**src/pipe_pkg.sv**
```systemverilog
//////////////////////////////////////////////////////////////////////
// Shared widths, opcodes and stage-to-stage packets
// for the two-way in-order pipeline
//////////////////////////////////////////////////////////////////////

`default_nettype none

package pipe_pkg;

	// Machine shape
	localparam int ways   = 2;
	localparam int xlen   = 32;
	localparam int n_regs = 16;

	typedef logic [$clog2(n_regs)-1:0] reg_idx_t;
	typedef logic [xlen-1:0]           word_t;

	// Number of instructions, 0 up to ways
	typedef logic [$clog2(ways+1)-1:0] count_t;

	typedef enum logic [3:0] {
		op_nop  = 4'h0,
		op_addi = 4'h1,
		op_xori = 4'h2,
		op_halt = 4'h3
	} opcode_t;

	// Instruction word, imm is zero extended at decode
	typedef struct packed {
		opcode_t     opcode;
		reg_idx_t    dest;
		reg_idx_t    src;
		logic [3:0]  unused;
		logic [15:0] imm;
	} inst_t;

	// Fetch to dispatch
	typedef struct packed {
		logic  valid;
		word_t pc;
		inst_t inst;
	} fetch_entry_t;

	typedef fetch_entry_t [ways-1:0] fetch_packet_t;

	// Dispatch to execute
	typedef struct packed {
		logic     valid;
		word_t    pc;
		opcode_t  opcode;
		reg_idx_t dest;
		reg_idx_t src;
		word_t    imm;
	} decoded_t;

	typedef decoded_t [ways-1:0] decoded_packet_t;

	// Execute to retire
	typedef struct packed {
		logic     valid;
		word_t    pc;
		opcode_t  opcode;
		reg_idx_t dest;
		word_t    value;
	} retire_entry_t;

	typedef retire_entry_t [ways-1:0] retire_packet_t;

endpackage

`default_nettype wire

```
**src/dispatch_stage.sv**
```systemverilog
//////////////////////////////////////////////////////////////////////
// Dispatch stage
// Decode, xor-immediate limit, halt stop, dispatch/execute register
//////////////////////////////////////////////////////////////////////

`timescale 1ns/1ps
`default_nettype none

module dispatch_stage (
	input  logic                      clock,
	input  logic                      reset,
	input  pipe_pkg::fetch_packet_t   held,
	output pipe_pkg::count_t          dispatch_count,
	output pipe_pkg::decoded_packet_t dispatched
);
	import pipe_pkg::*;

	decoded_packet_t decoded;
	// Set once a halt has left this stage
	logic            halted;
	logic            stop;
	logic            xor_seen;
	logic            halt_sent;

	always_comb begin
		dispatch_count = '0;
		stop           = halted;
		xor_seen       = 1'b0;
		halt_sent      = 1'b0;

		for (int i = 0; i < ways; i++) begin
			// Field split of the instruction word
			decoded[i].valid  = 1'b0;
			decoded[i].pc     = held[i].pc;
			decoded[i].opcode = held[i].inst.opcode;
			decoded[i].dest   = held[i].inst.dest;
			decoded[i].src    = held[i].inst.src;
			decoded[i].imm    = word_t'(held[i].inst.imm);

			if (stop || !held[i].valid) begin
				stop = 1'b1;
			end else if (held[i].inst.opcode == op_xori && xor_seen) begin
				// Single logic unit, second xori waits
				stop = 1'b1;
			end else begin
				decoded[i].valid = 1'b1;
				dispatch_count   = dispatch_count + 1'b1;
				if (held[i].inst.opcode == op_xori) begin
					xor_seen = 1'b1;
				end
				// Nothing goes out behind a halt
				if (held[i].inst.opcode == op_halt) begin
					stop      = 1'b1;
					halt_sent = 1'b1;
				end
			end
		end
	end

	////////////////////////////////////////////////////////////////////
	// Dispatch/execute register
	////////////////////////////////////////////////////////////////////

	always_ff @(posedge clock) begin
		dispatched <= decoded;
		if (reset) begin
			halted <= 1'b0;
			for (int i = 0; i < ways; i++) begin
				dispatched[i].valid <= 1'b0;
			end
		end else begin
			halted <= halted | halt_sent;
		end
	end

endmodule

`default_nettype wire

```
**src/execute_stage.sv**
```systemverilog
//////////////////////////////////////////////////////////////////////
// Execute stage
// Register file, add and xor units, execute/retire register
//////////////////////////////////////////////////////////////////////

`timescale 1ns/1ps
`default_nettype none

module execute_stage (
	input  logic                      clock,
	input  logic                      reset,
	input  pipe_pkg::decoded_packet_t dispatched,
	output pipe_pkg::retire_packet_t  executed
);
	import pipe_pkg::*;

	// Register 0 is never written, so it keeps its reset zero
	word_t              regs [n_regs];
	word_t [ways-1:0]   operand;
	word_t [ways-1:0]   result;
	logic  [ways-1:0]   writes;
	logic  [ways-1:0]   is_xori;
	retire_packet_t     next_executed;

	always_comb begin
		for (int i = 0; i < ways; i++) begin
			operand[i] = regs[dispatched[i].src];
			// Older ways in the same packet win over the file
			for (int j = 0; j < i; j++) begin
				if (writes[j] && dispatched[j].dest == dispatched[i].src) begin
					operand[i] = result[j];
				end
			end

			case (dispatched[i].opcode)
				op_addi: result[i] = operand[i] + dispatched[i].imm;
				op_xori: result[i] = operand[i] ^ dispatched[i].imm;
				// Halt and no-op carry zero
				default: result[i] = '0;
			endcase

			is_xori[i] = dispatched[i].valid && dispatched[i].opcode == op_xori;
			writes[i]  = dispatched[i].valid && dispatched[i].dest != '0
				&& (dispatched[i].opcode == op_addi || dispatched[i].opcode == op_xori);

			next_executed[i].valid  = dispatched[i].valid;
			next_executed[i].pc     = dispatched[i].pc;
			next_executed[i].opcode = dispatched[i].opcode;
			next_executed[i].dest   = dispatched[i].dest;
			next_executed[i].value  = result[i];
		end
	end

	////////////////////////////////////////////////////////////////////
	// Register file write and execute/retire register
	////////////////////////////////////////////////////////////////////

	always_ff @(posedge clock) begin
		executed <= next_executed;
		if (reset) begin
			for (int r = 0; r < n_regs; r++) begin
				regs[r] <= '0;
			end
			for (int i = 0; i < ways; i++) begin
				executed[i].valid <= 1'b0;
			end
		end else begin
			// Later way last, so it wins on a shared destination
			for (int i = 0; i < ways; i++) begin
				if (writes[i]) begin
					regs[dispatched[i].dest] <= result[i];
				end
			end
		end
	end

	// Dispatch must keep the single logic unit free of conflicts
	one_xori_per_packet: assert property (
		@(posedge clock) disable iff (reset) $onehot0(is_xori)
	) else $error("more than one xori in packet, mask %b", is_xori);

endmodule

`default_nettype wire

```
**src/fetch_buffer.sv**
```systemverilog
//////////////////////////////////////////////////////////////////////
// Fetch/dispatch register
// Leftover entries shift to the front, new fetched entries fill in behind
//////////////////////////////////////////////////////////////////////

`timescale 1ns/1ps
`default_nettype none

module fetch_buffer (
	input  logic                    clock,
	input  logic                    reset,
	input  pipe_pkg::fetch_packet_t fetched,
	input  pipe_pkg::count_t        dispatch_count,
	output pipe_pkg::fetch_packet_t held
);
	import pipe_pkg::*;

	count_t        held_count;
	count_t        leftover;
	fetch_packet_t next_held;

	always_comb begin
		// Valid entries always sit at the front
		held_count = '0;
		for (int i = 0; i < ways; i++) begin
			if (held[i].valid) begin
				held_count = held_count + 1'b1;
			end
		end

		// Entries still waiting after this cycle's dispatch
		leftover = held_count - dispatch_count;

		for (int i = 0; i < ways; i++) begin
			if (i < leftover) begin
				next_held[i] = held[i + dispatch_count];
			end else begin
				// Oldest fetched word goes right behind the leftovers
				next_held[i] = fetched[i - leftover];
			end
		end
	end

	always_ff @(posedge clock) begin
		held <= next_held;
		if (reset) begin
			for (int i = 0; i < ways; i++) begin
				held[i].valid <= 1'b0;
			end
		end
	end

	// Dispatch only takes what the buffer holds
	count_within_held: assert property (
		@(posedge clock) disable iff (reset) dispatch_count <= held_count
	) else $error("dispatch count %0d above held count %0d", dispatch_count, held_count);

endmodule

`default_nettype wire

```
**src/fetch_stage.sv**
```systemverilog
//////////////////////////////////////////////////////////////////////
// Fetch stage: program counter and instruction memory addressing
//////////////////////////////////////////////////////////////////////

`timescale 1ns/1ps
`default_nettype none

module fetch_stage (
	input  logic                                     clock,
	input  logic                                     reset,
	input  pipe_pkg::count_t                         dispatch_count,
	input  pipe_pkg::inst_t [pipe_pkg::ways-1:0]     imem_data,
	output pipe_pkg::word_t [pipe_pkg::ways-1:0]     imem_addr,
	output pipe_pkg::fetch_packet_t                  fetched
);
	import pipe_pkg::*;

	word_t  pc;
	// Low until the empty buffer has taken its first full packet
	logic   primed;
	count_t step;

	// One packet of consecutive words starting at pc
	always_comb begin
		for (int i = 0; i < ways; i++) begin
			imem_addr[i]     = pc + word_t'(4 * i);
			fetched[i].valid = 1'b1;
			fetched[i].pc    = pc + word_t'(4 * i);
			fetched[i].inst  = imem_data[i];
		end
	end

	// First packet after reset fills the whole buffer
	assign step = primed ? dispatch_count : count_t'(ways);

	always_ff @(posedge clock) begin
		if (reset) begin
			pc     <= '0;
			primed <= 1'b0;
		end else begin
			pc     <= pc + (word_t'(step) << 2);
			primed <= 1'b1;
		end
	end

endmodule

`default_nettype wire

```
**src/pipeline.sv**
```systemverilog
//////////////////////////////////////////////////////////////////////
// Two-way in-order pipeline top level
// Fetch, fetch buffer, dispatch, execute and retire
//////////////////////////////////////////////////////////////////////

`timescale 1ns/1ps
`default_nettype none

module pipeline (
	input  logic                                 clock,
	input  logic                                 reset,
	input  pipe_pkg::inst_t [pipe_pkg::ways-1:0] imem_data,
	output pipe_pkg::word_t [pipe_pkg::ways-1:0] imem_addr,
	output pipe_pkg::retire_packet_t             retire,
	output pipe_pkg::count_t                     inst_count,
	output logic                                 halt
);
	import pipe_pkg::*;

	fetch_packet_t   fetched;
	fetch_packet_t   held;
	// Level from dispatch, how many held entries left this cycle
	count_t          dispatch_count;
	decoded_packet_t dispatched;
	retire_packet_t  executed;

	////////////////////////////////////////////////////////////////////
	// Front end
	////////////////////////////////////////////////////////////////////

	fetch_stage u_fetch (
		.clock          (clock),
		.reset          (reset),
		.dispatch_count (dispatch_count),
		.imem_data      (imem_data),
		.imem_addr      (imem_addr),
		.fetched        (fetched)
	);

	fetch_buffer u_buffer (
		.clock          (clock),
		.reset          (reset),
		.fetched        (fetched),
		.dispatch_count (dispatch_count),
		.held           (held)
	);

	dispatch_stage u_dispatch (
		.clock          (clock),
		.reset          (reset),
		.held           (held),
		.dispatch_count (dispatch_count),
		.dispatched     (dispatched)
	);

	////////////////////////////////////////////////////////////////////
	// Back end
	////////////////////////////////////////////////////////////////////

	execute_stage u_execute (
		.clock      (clock),
		.reset      (reset),
		.dispatched (dispatched),
		.executed   (executed)
	);

	retire_stage u_retire (
		.clock      (clock),
		.reset      (reset),
		.executed   (executed),
		.retire     (retire),
		.inst_count (inst_count),
		.halt       (halt)
	);

endmodule

`default_nettype wire

```
**src/retire_stage.sv**
```systemverilog
//////////////////////////////////////////////////////////////////////
// Retire stage: retire outputs, sticky halt, retired count
//////////////////////////////////////////////////////////////////////

`timescale 1ns/1ps
`default_nettype none

module retire_stage (
	input  logic                     clock,
	input  logic                     reset,
	input  pipe_pkg::retire_packet_t executed,
	output pipe_pkg::retire_packet_t retire,
	output pipe_pkg::count_t         inst_count,
	output logic                     halt
);
	import pipe_pkg::*;

	logic halt_q;
	logic halt_now;
	// Valid entry seen behind a halt
	logic late_valid;

	always_comb begin
		inst_count = '0;
		halt_now   = 1'b0;
		late_valid = 1'b0;
		for (int i = 0; i < ways; i++) begin
			if (executed[i].valid) begin
				inst_count = inst_count + 1'b1;
				if (halt_q || halt_now) begin
					late_valid = 1'b1;
				end
				if (executed[i].opcode == op_halt) begin
					halt_now = 1'b1;
				end
			end
		end
	end

	assign retire = executed;
	// High from the halt's own retire cycle on
	assign halt   = halt_q | halt_now;

	always_ff @(posedge clock) begin
		if (reset) begin
			halt_q <= 1'b0;
		end else if (halt_now) begin
			halt_q <= 1'b1;
		end
	end

	nothing_after_halt: assert property (
		@(posedge clock) disable iff (reset) !late_valid
	) else $error("valid retire entry after halt");

endmodule

`default_nettype wire

```
**config.mk**
```make
export PLATFORM = sky130hd
export DESIGN_NAME = pipeline
export DESIGN_NICKNAME = d
export VERILOG_FILES = /design/src/pipe_pkg.sv /design/src/dispatch_stage.sv /design/src/execute_stage.sv /design/src/fetch_buffer.sv /design/src/fetch_stage.sv /design/src/pipeline.sv /design/src/retire_stage.sv
export SDC_FILE = /design/constraint.sdc
export NUM_CORES = 1
export LEC_CHECK = 0
export BUFFER_PORTS_ARGS = -buffer_cell sky130_fd_sc_hd__buf_2
export CORE_MARGIN = 5
export CORE_UTILIZATION = 67
export CTS_BUF_LIST = sky130_fd_sc_hd__clkbuf_16
export DETAILED_ROUTE_END_ITERATION = 12
export PLACE_DENSITY_LB_ADDON = 0.08
export SLEW_MARGIN = 30
export SYNTH_ARGS = -nofsm -noshare
export SYNTH_HDL_FRONTEND = slang
export SYNTH_HIERARCHICAL = 1
export SYNTH_SLANG_ARGS = --single-unit
```
**constraint.sdc**
```tcl
create_clock -name clock -period 17.95 [get_ports clock]
set_input_delay 1.795 -clock clock [delete_from_list [all_inputs] [get_ports clock]]
set_output_delay 1.795 -clock clock [all_outputs]
set_load 0.02 [all_outputs]
```
==> Yosys cells after proc, flatten, opt, wreduce, memory -nomap -nowiden <==
Memories as Yosys holds them, arrays and structs flattened. A register that Yosys moved wholly into a read port is not among the register bits.
Cells that the tools add are included.
{ "classes": {"n_reduce_logical": 17, "n_bitwise": 4, "eq_ne": 13, "magnitude_cmp": 6, "add_sub_neg": 11, "n_mux": 51} }
{ "ops": {"columns": ["cell", "count"], "rows": [
  ["$mux 65", 8],
  ["$mux 64", 2],
  ["$pmux 32 s2", 2],
  ["$lt 32x2->1 const B", 3],
  ["$mux 32", 3],
  ["$add 32x16->32", 2],
  ["$reduce_or 32->1", 2],
  ["$xor 32x16->32", 2],
  ["$add 32x3->32 const B", 1],
  ["$add 32x4->32", 1],
  ["$eq 4x2->1 const B", 8],
  ["$mux 1", 29],
  ["$mux 2", 5],
  ["$eq 4x1->1 const B", 2],
  ["$mux 4", 2],
  ["$reduce_bool 4->1", 2],
  ["$logic_and 1x1->1", 6],
  ["$sub 1x2->3 const A", 2],
  ["$add 1x1->2 const B", 2],
  ["$eq 4x4->1", 1],
  ["$logic_or 1x1->1", 4],
  ["$lt 1x2->1 const A", 2],
  ["$add 1x2->3 const A", 1],
  ["$ne 3x2->1 const B", 1],
  ["7 further kinds", 9]
]} }
{ "word_totals": {"inputBits": 66, "reg_bits": 429, "output_inout_bits": 213, "memories": 1, "ramBits": 512} }
{ "mem_list": {"columns": ["name", "words", "width", "read_ports", "rd_ports_with_merged_regs", "write_ports", "line", "source"], "rows": [
  ["u_execute.regs", 16, 32, 2, 2, 16, "execute_stage.sv:18", "word_t regs [n_regs];"]
]} }

==> Logic depth before layout (Yosys ltp) <==
{ "logic_depth": {"depth_word": 11, "ltp_mapped": 30, "depth_no_buf": 26} }

==> Modules after synthesis <==
The synthesis kept the hierarchy.
{ "modules_own_cells": {"columns": ["mod", "seq_area_each_um2", "cells_per_inst", "area_per_inst_um2", "instances"], "rows": [
  ["execute_stage", 18297.5, 2568, 34555.6, 1],
  ["fetch_buffer", 3883.7, 589, 6920.4, 1],
  ["fetch_stage", 620.6, 371, 2920.3, 1],
  ["dispatch_stage", 2462.4, 177, 2837.7, 1],
  ["retire_stage", 20.0, 155, 1163.6, 1]
]} }

==> Worst setup path after synthesis <==
Ideal clock, no wire load.
{ "synth_path": {"path_kind": "reg-to-reg", "from": "register, netlist name u_dispatch/dispatched[32]", "to": "memory u_execute/regs[10][28] (netlist name), data pin", "n_path_buf": 5, "arrival_ns": 7.062, "path_slack_ns": 10.614, "path_stages_with_launch": 28, "setup_ns": 0.274, "required_ns": 17.676, "cell_sequence": "dfxtp_1 buf_2 buf_1 buf_1 mux4_2 mux4_2 ha_1 and2_1 a221o_1 o31a_1 nand3_1 nand2_1 a221oi_1 o21bai_1 a22oi_1 o21ai_0 ha_1 clkbuf_1 o21ai_0 a21oi_1 a21oi_1 o21ai_1 a211o_1 a211oi_2 mux2_2 a21oi_1 buf_2 o22ai_1"} }
{ "synth_rtl": {"columns": ["element", "line"], "rows": [
  ["end: declaration", "execute_stage.sv:18"]
]} }

==> flow_summary_export.csv <==
group,metric,value,unit
run_status,status,"finished clean",
global_routing,grt.busiest_layer,"met2",
floorplan,die_y,277,um
place,io_buffers,266,
clock_network,clockRootBuffer,"clkbuf_16",
worst_setup_path,regToRegEndpoint,"u_execute/regs[4][28]",
floorplan,io_pins,279,
power_and_ir_drop,ir_worst_vdd,178,uV
clock_network,cts_sinks,935,
clock_network,cts-resized-gates,0,
timing,tns,0,ns
worst_setup_path,path_class,"reg2reg",
hold_path,hold_end,"u_execute/executed[120]",
timing,rsz0062_at_grt,"no",
hold_path,hp-class,"reg2reg",
finish,drive_above_1_share,24.2,%
synthesis,syn_inst,3820,
flow_run,cap_violations,0,
place,gp_congestion,0.969,
clock_network,clk_latency,0.68,ns
timing,finalWorstSetupSlack,8.68,ns
floorplan,start_util,67.3,%
clock_network,cts.reportedPaths.clkPinSlew,0.06,ns
timing,hold_viol_final,0,
global_routing,grt_use_total,39.1,%
hold_path,min-delay-start,"u_dispatch/dispatched[128]",
global_routing,met2_usage,59.9,%
floorplan,core_area,71200,sq um
worst_setup_path,r2r_cells,23,
timing,maxSlewHeadroom,31.8,%
timing,fmax,0.108,GHz
worst_setup_path,cp.arrival,9.62,ns
finish,layout_common_cells,"edfxtp_1, o22ai_1, mux4_2, dfxtp_1, buf_2",
global_routing,grt_pass1_vias,34995,
clock_network,cts_hold_buf,0,
worst_setup_path,required,18.30,ns
synthesis,synth_area,47900,sq um
floorplan,die-area,77000,sq um
clock_network,cts_tree,"built",
timing,fin_skew,0.0315,ns
timing,period_needed,9.27,ns
place,dp_hpwl,90400,um
worst_setup_path,slowest_delay,0.74,ns
global_routing,grt-ovfl-total,0,
timing,slew_violations,0,
global_routing,grt.met1_usage,47.8,%
clock_network,cts_inserted_buffers,95,
synthesis,syn_area_per_cell,12.5,sq um
hold_path,min_path_cells,0,
global_routing,grt_max_degree,88,
floorplan,chipWidth,277,um
worst_setup_path,timing.rr.start,"u_dispatch/dispatched[32]",
global_routing,antenna_found_initial,9,
routing,wl_per_cell,32.9,um
routing,firstDrtPassIters,8,
timing,setup_viol,0,
timing,fin_crit_sh,51.6,%
clock_network,postCtsSetupBuffers,0,
global_routing,use_met3,11.6,%
worst_setup_path,cp_cell_sequence,"buf_4, buf_4, mux4_2, mux4_2, ha_1, a21o_1, and3_1, o31a_1, o21ai_0, nand2_1, a21o_1, a21oi_1, xnor2_1, a22oi_2, o21ai_0, ha_1, and2_1, and3_1, a211o_1, a211oi_2, mux2_2, a21oi_2, o22ai_1",
floorplan,rows,98,
routing,drt_wl_total,157000,um
finish,final_common_cell,"edfxtp_1",
power_and_ir_drop,leakage,19.6,nW
finish,fillers,4812,
power_and_ir_drop,p_per_area,197,nW/um^2
clock_network,cts_htree_levels,3,
global_routing,grt_pass1_wl,225000,um
worst_setup_path,critPathMaxFanout,38,
place,dp_cells,4573,
place,pre_cts_ws,8.75,ns
finish,syn2layout_area_growth,6.61,%
worst_setup_path,r2r_setup_slack,8.68,ns
routing,num_vias,35753,
worst_setup_path,crit_path_end_kind,"register",
finish,nNetsFinal,3865,
timing,worst_pin_slew,1.02,ns
routing,drt_iter0_markers,5607,
finish,final-instance-count-excl-fill,4763,
synthesis,ys_warn_count,6,
clock_network,cts.path.max_buffers,3,
routing,drc,0,
worst_setup_path,critical-path-slowest-cell,"dfxtp_4",
routing,postRouteAntennaNets,0,
worst_setup_path,critPathLaunchType,"register",
routing,viasPerCell,7.51,
sequential cells by signal, summed over array words and instances (netlist names):
register               flops
u_fetch/primed             1
u_execute/regs           512
u_dispatch/halted          1
u_execute/executed       146
u_buffer/held            122
u_dispatch/dispatched    122
u_retire/halt_q            1
u_fetch/pc                30
worst max-delay path by stage:
stage | from | to | slack, ns
after floorplan | u_dispatch/dispatched[32] | u_execute/regs[10][28] | 10.61
after global placement | u_dispatch/dispatched[32] | u_execute/executed[101] | 8.43
after detailed placement | u_dispatch/dispatched[32] | u_execute/regs[6][29] | 8.75
after CTS | u_dispatch/dispatched[32] | u_execute/regs[4][29] | 8.67
after global routing | u_dispatch/dispatched[32] | u_execute/regs[6][28] | 8.14
final | u_dispatch/dispatched[32] | u_execute/regs[4][28] | 8.68
critical path, delay by kind of cell (launching register included):
| family | cells | cell delay [ns] |
|---|---|---|
| adder cells (fa/ha/maj) | 2 | 0.75 |
| AO/OA/AOI/OAI | 11 | 3.62 |
| flip-flops | 1 | 0.74 |
| buffers and inverters | 2 | 1.43 |
| multiplexers | 3 | 1.47 |
| AND/OR/NAND/NOR | 4 | 0.75 |
| XOR/XNOR | 1 | 0.09 |
layout make-up:
type | instances | area [sq um] | area share, %
Sequential cell | 935 | 25100 | 49.0
Multi-Input combinational cell | 2207 | 19200 | 37.7
Clock buffer | 97 | 2430 | 4.75
Timing Repair Buffer | 391 | 2290 | 4.48
Tap cell | 950 | 1190 | 2.33
Clock inverter | 82 | 518 | 1.01
Inverter | 92 | 345 | 0.676
Antenna cell | 9 | 22.5 | 0.0441
per-stage QoR:
| stage | hold slack, ns | util, % | power [mW] | area (sq um) |
|---|---|---|---|---|
| after floorplan | 0.310 | - | 6.90 | 48200 |
| after CTS | 0.325 | 71.6 | 9.89 | 51000 |
| final | 0.324 | 71.7 | 10.0 | 51100 |
| after global routing | 0.330 | 71.7 | 10.4 | 51100 |
| after global placement | 0.310 | 67.4 | 7.88 | 48000 |
| after detailed placement | 0.312 | 67.5 | 8.02 | 48100 |
power by group:
part           internal [mW]  switching, mW
combinational           1.90           2.97
clock                   1.02          0.859
sequential              2.93          0.368
total                   5.85           4.20
routing by layer:
layer  share of wire, %  vias to the layer above
li1                   -                    14327
met1                 32                    17198
met2                 45                     3296
met3                 14                      928
met4                9.2                        4
met5              0.059                        -
No activity file was read; power rests on OpenSTA's default activity.
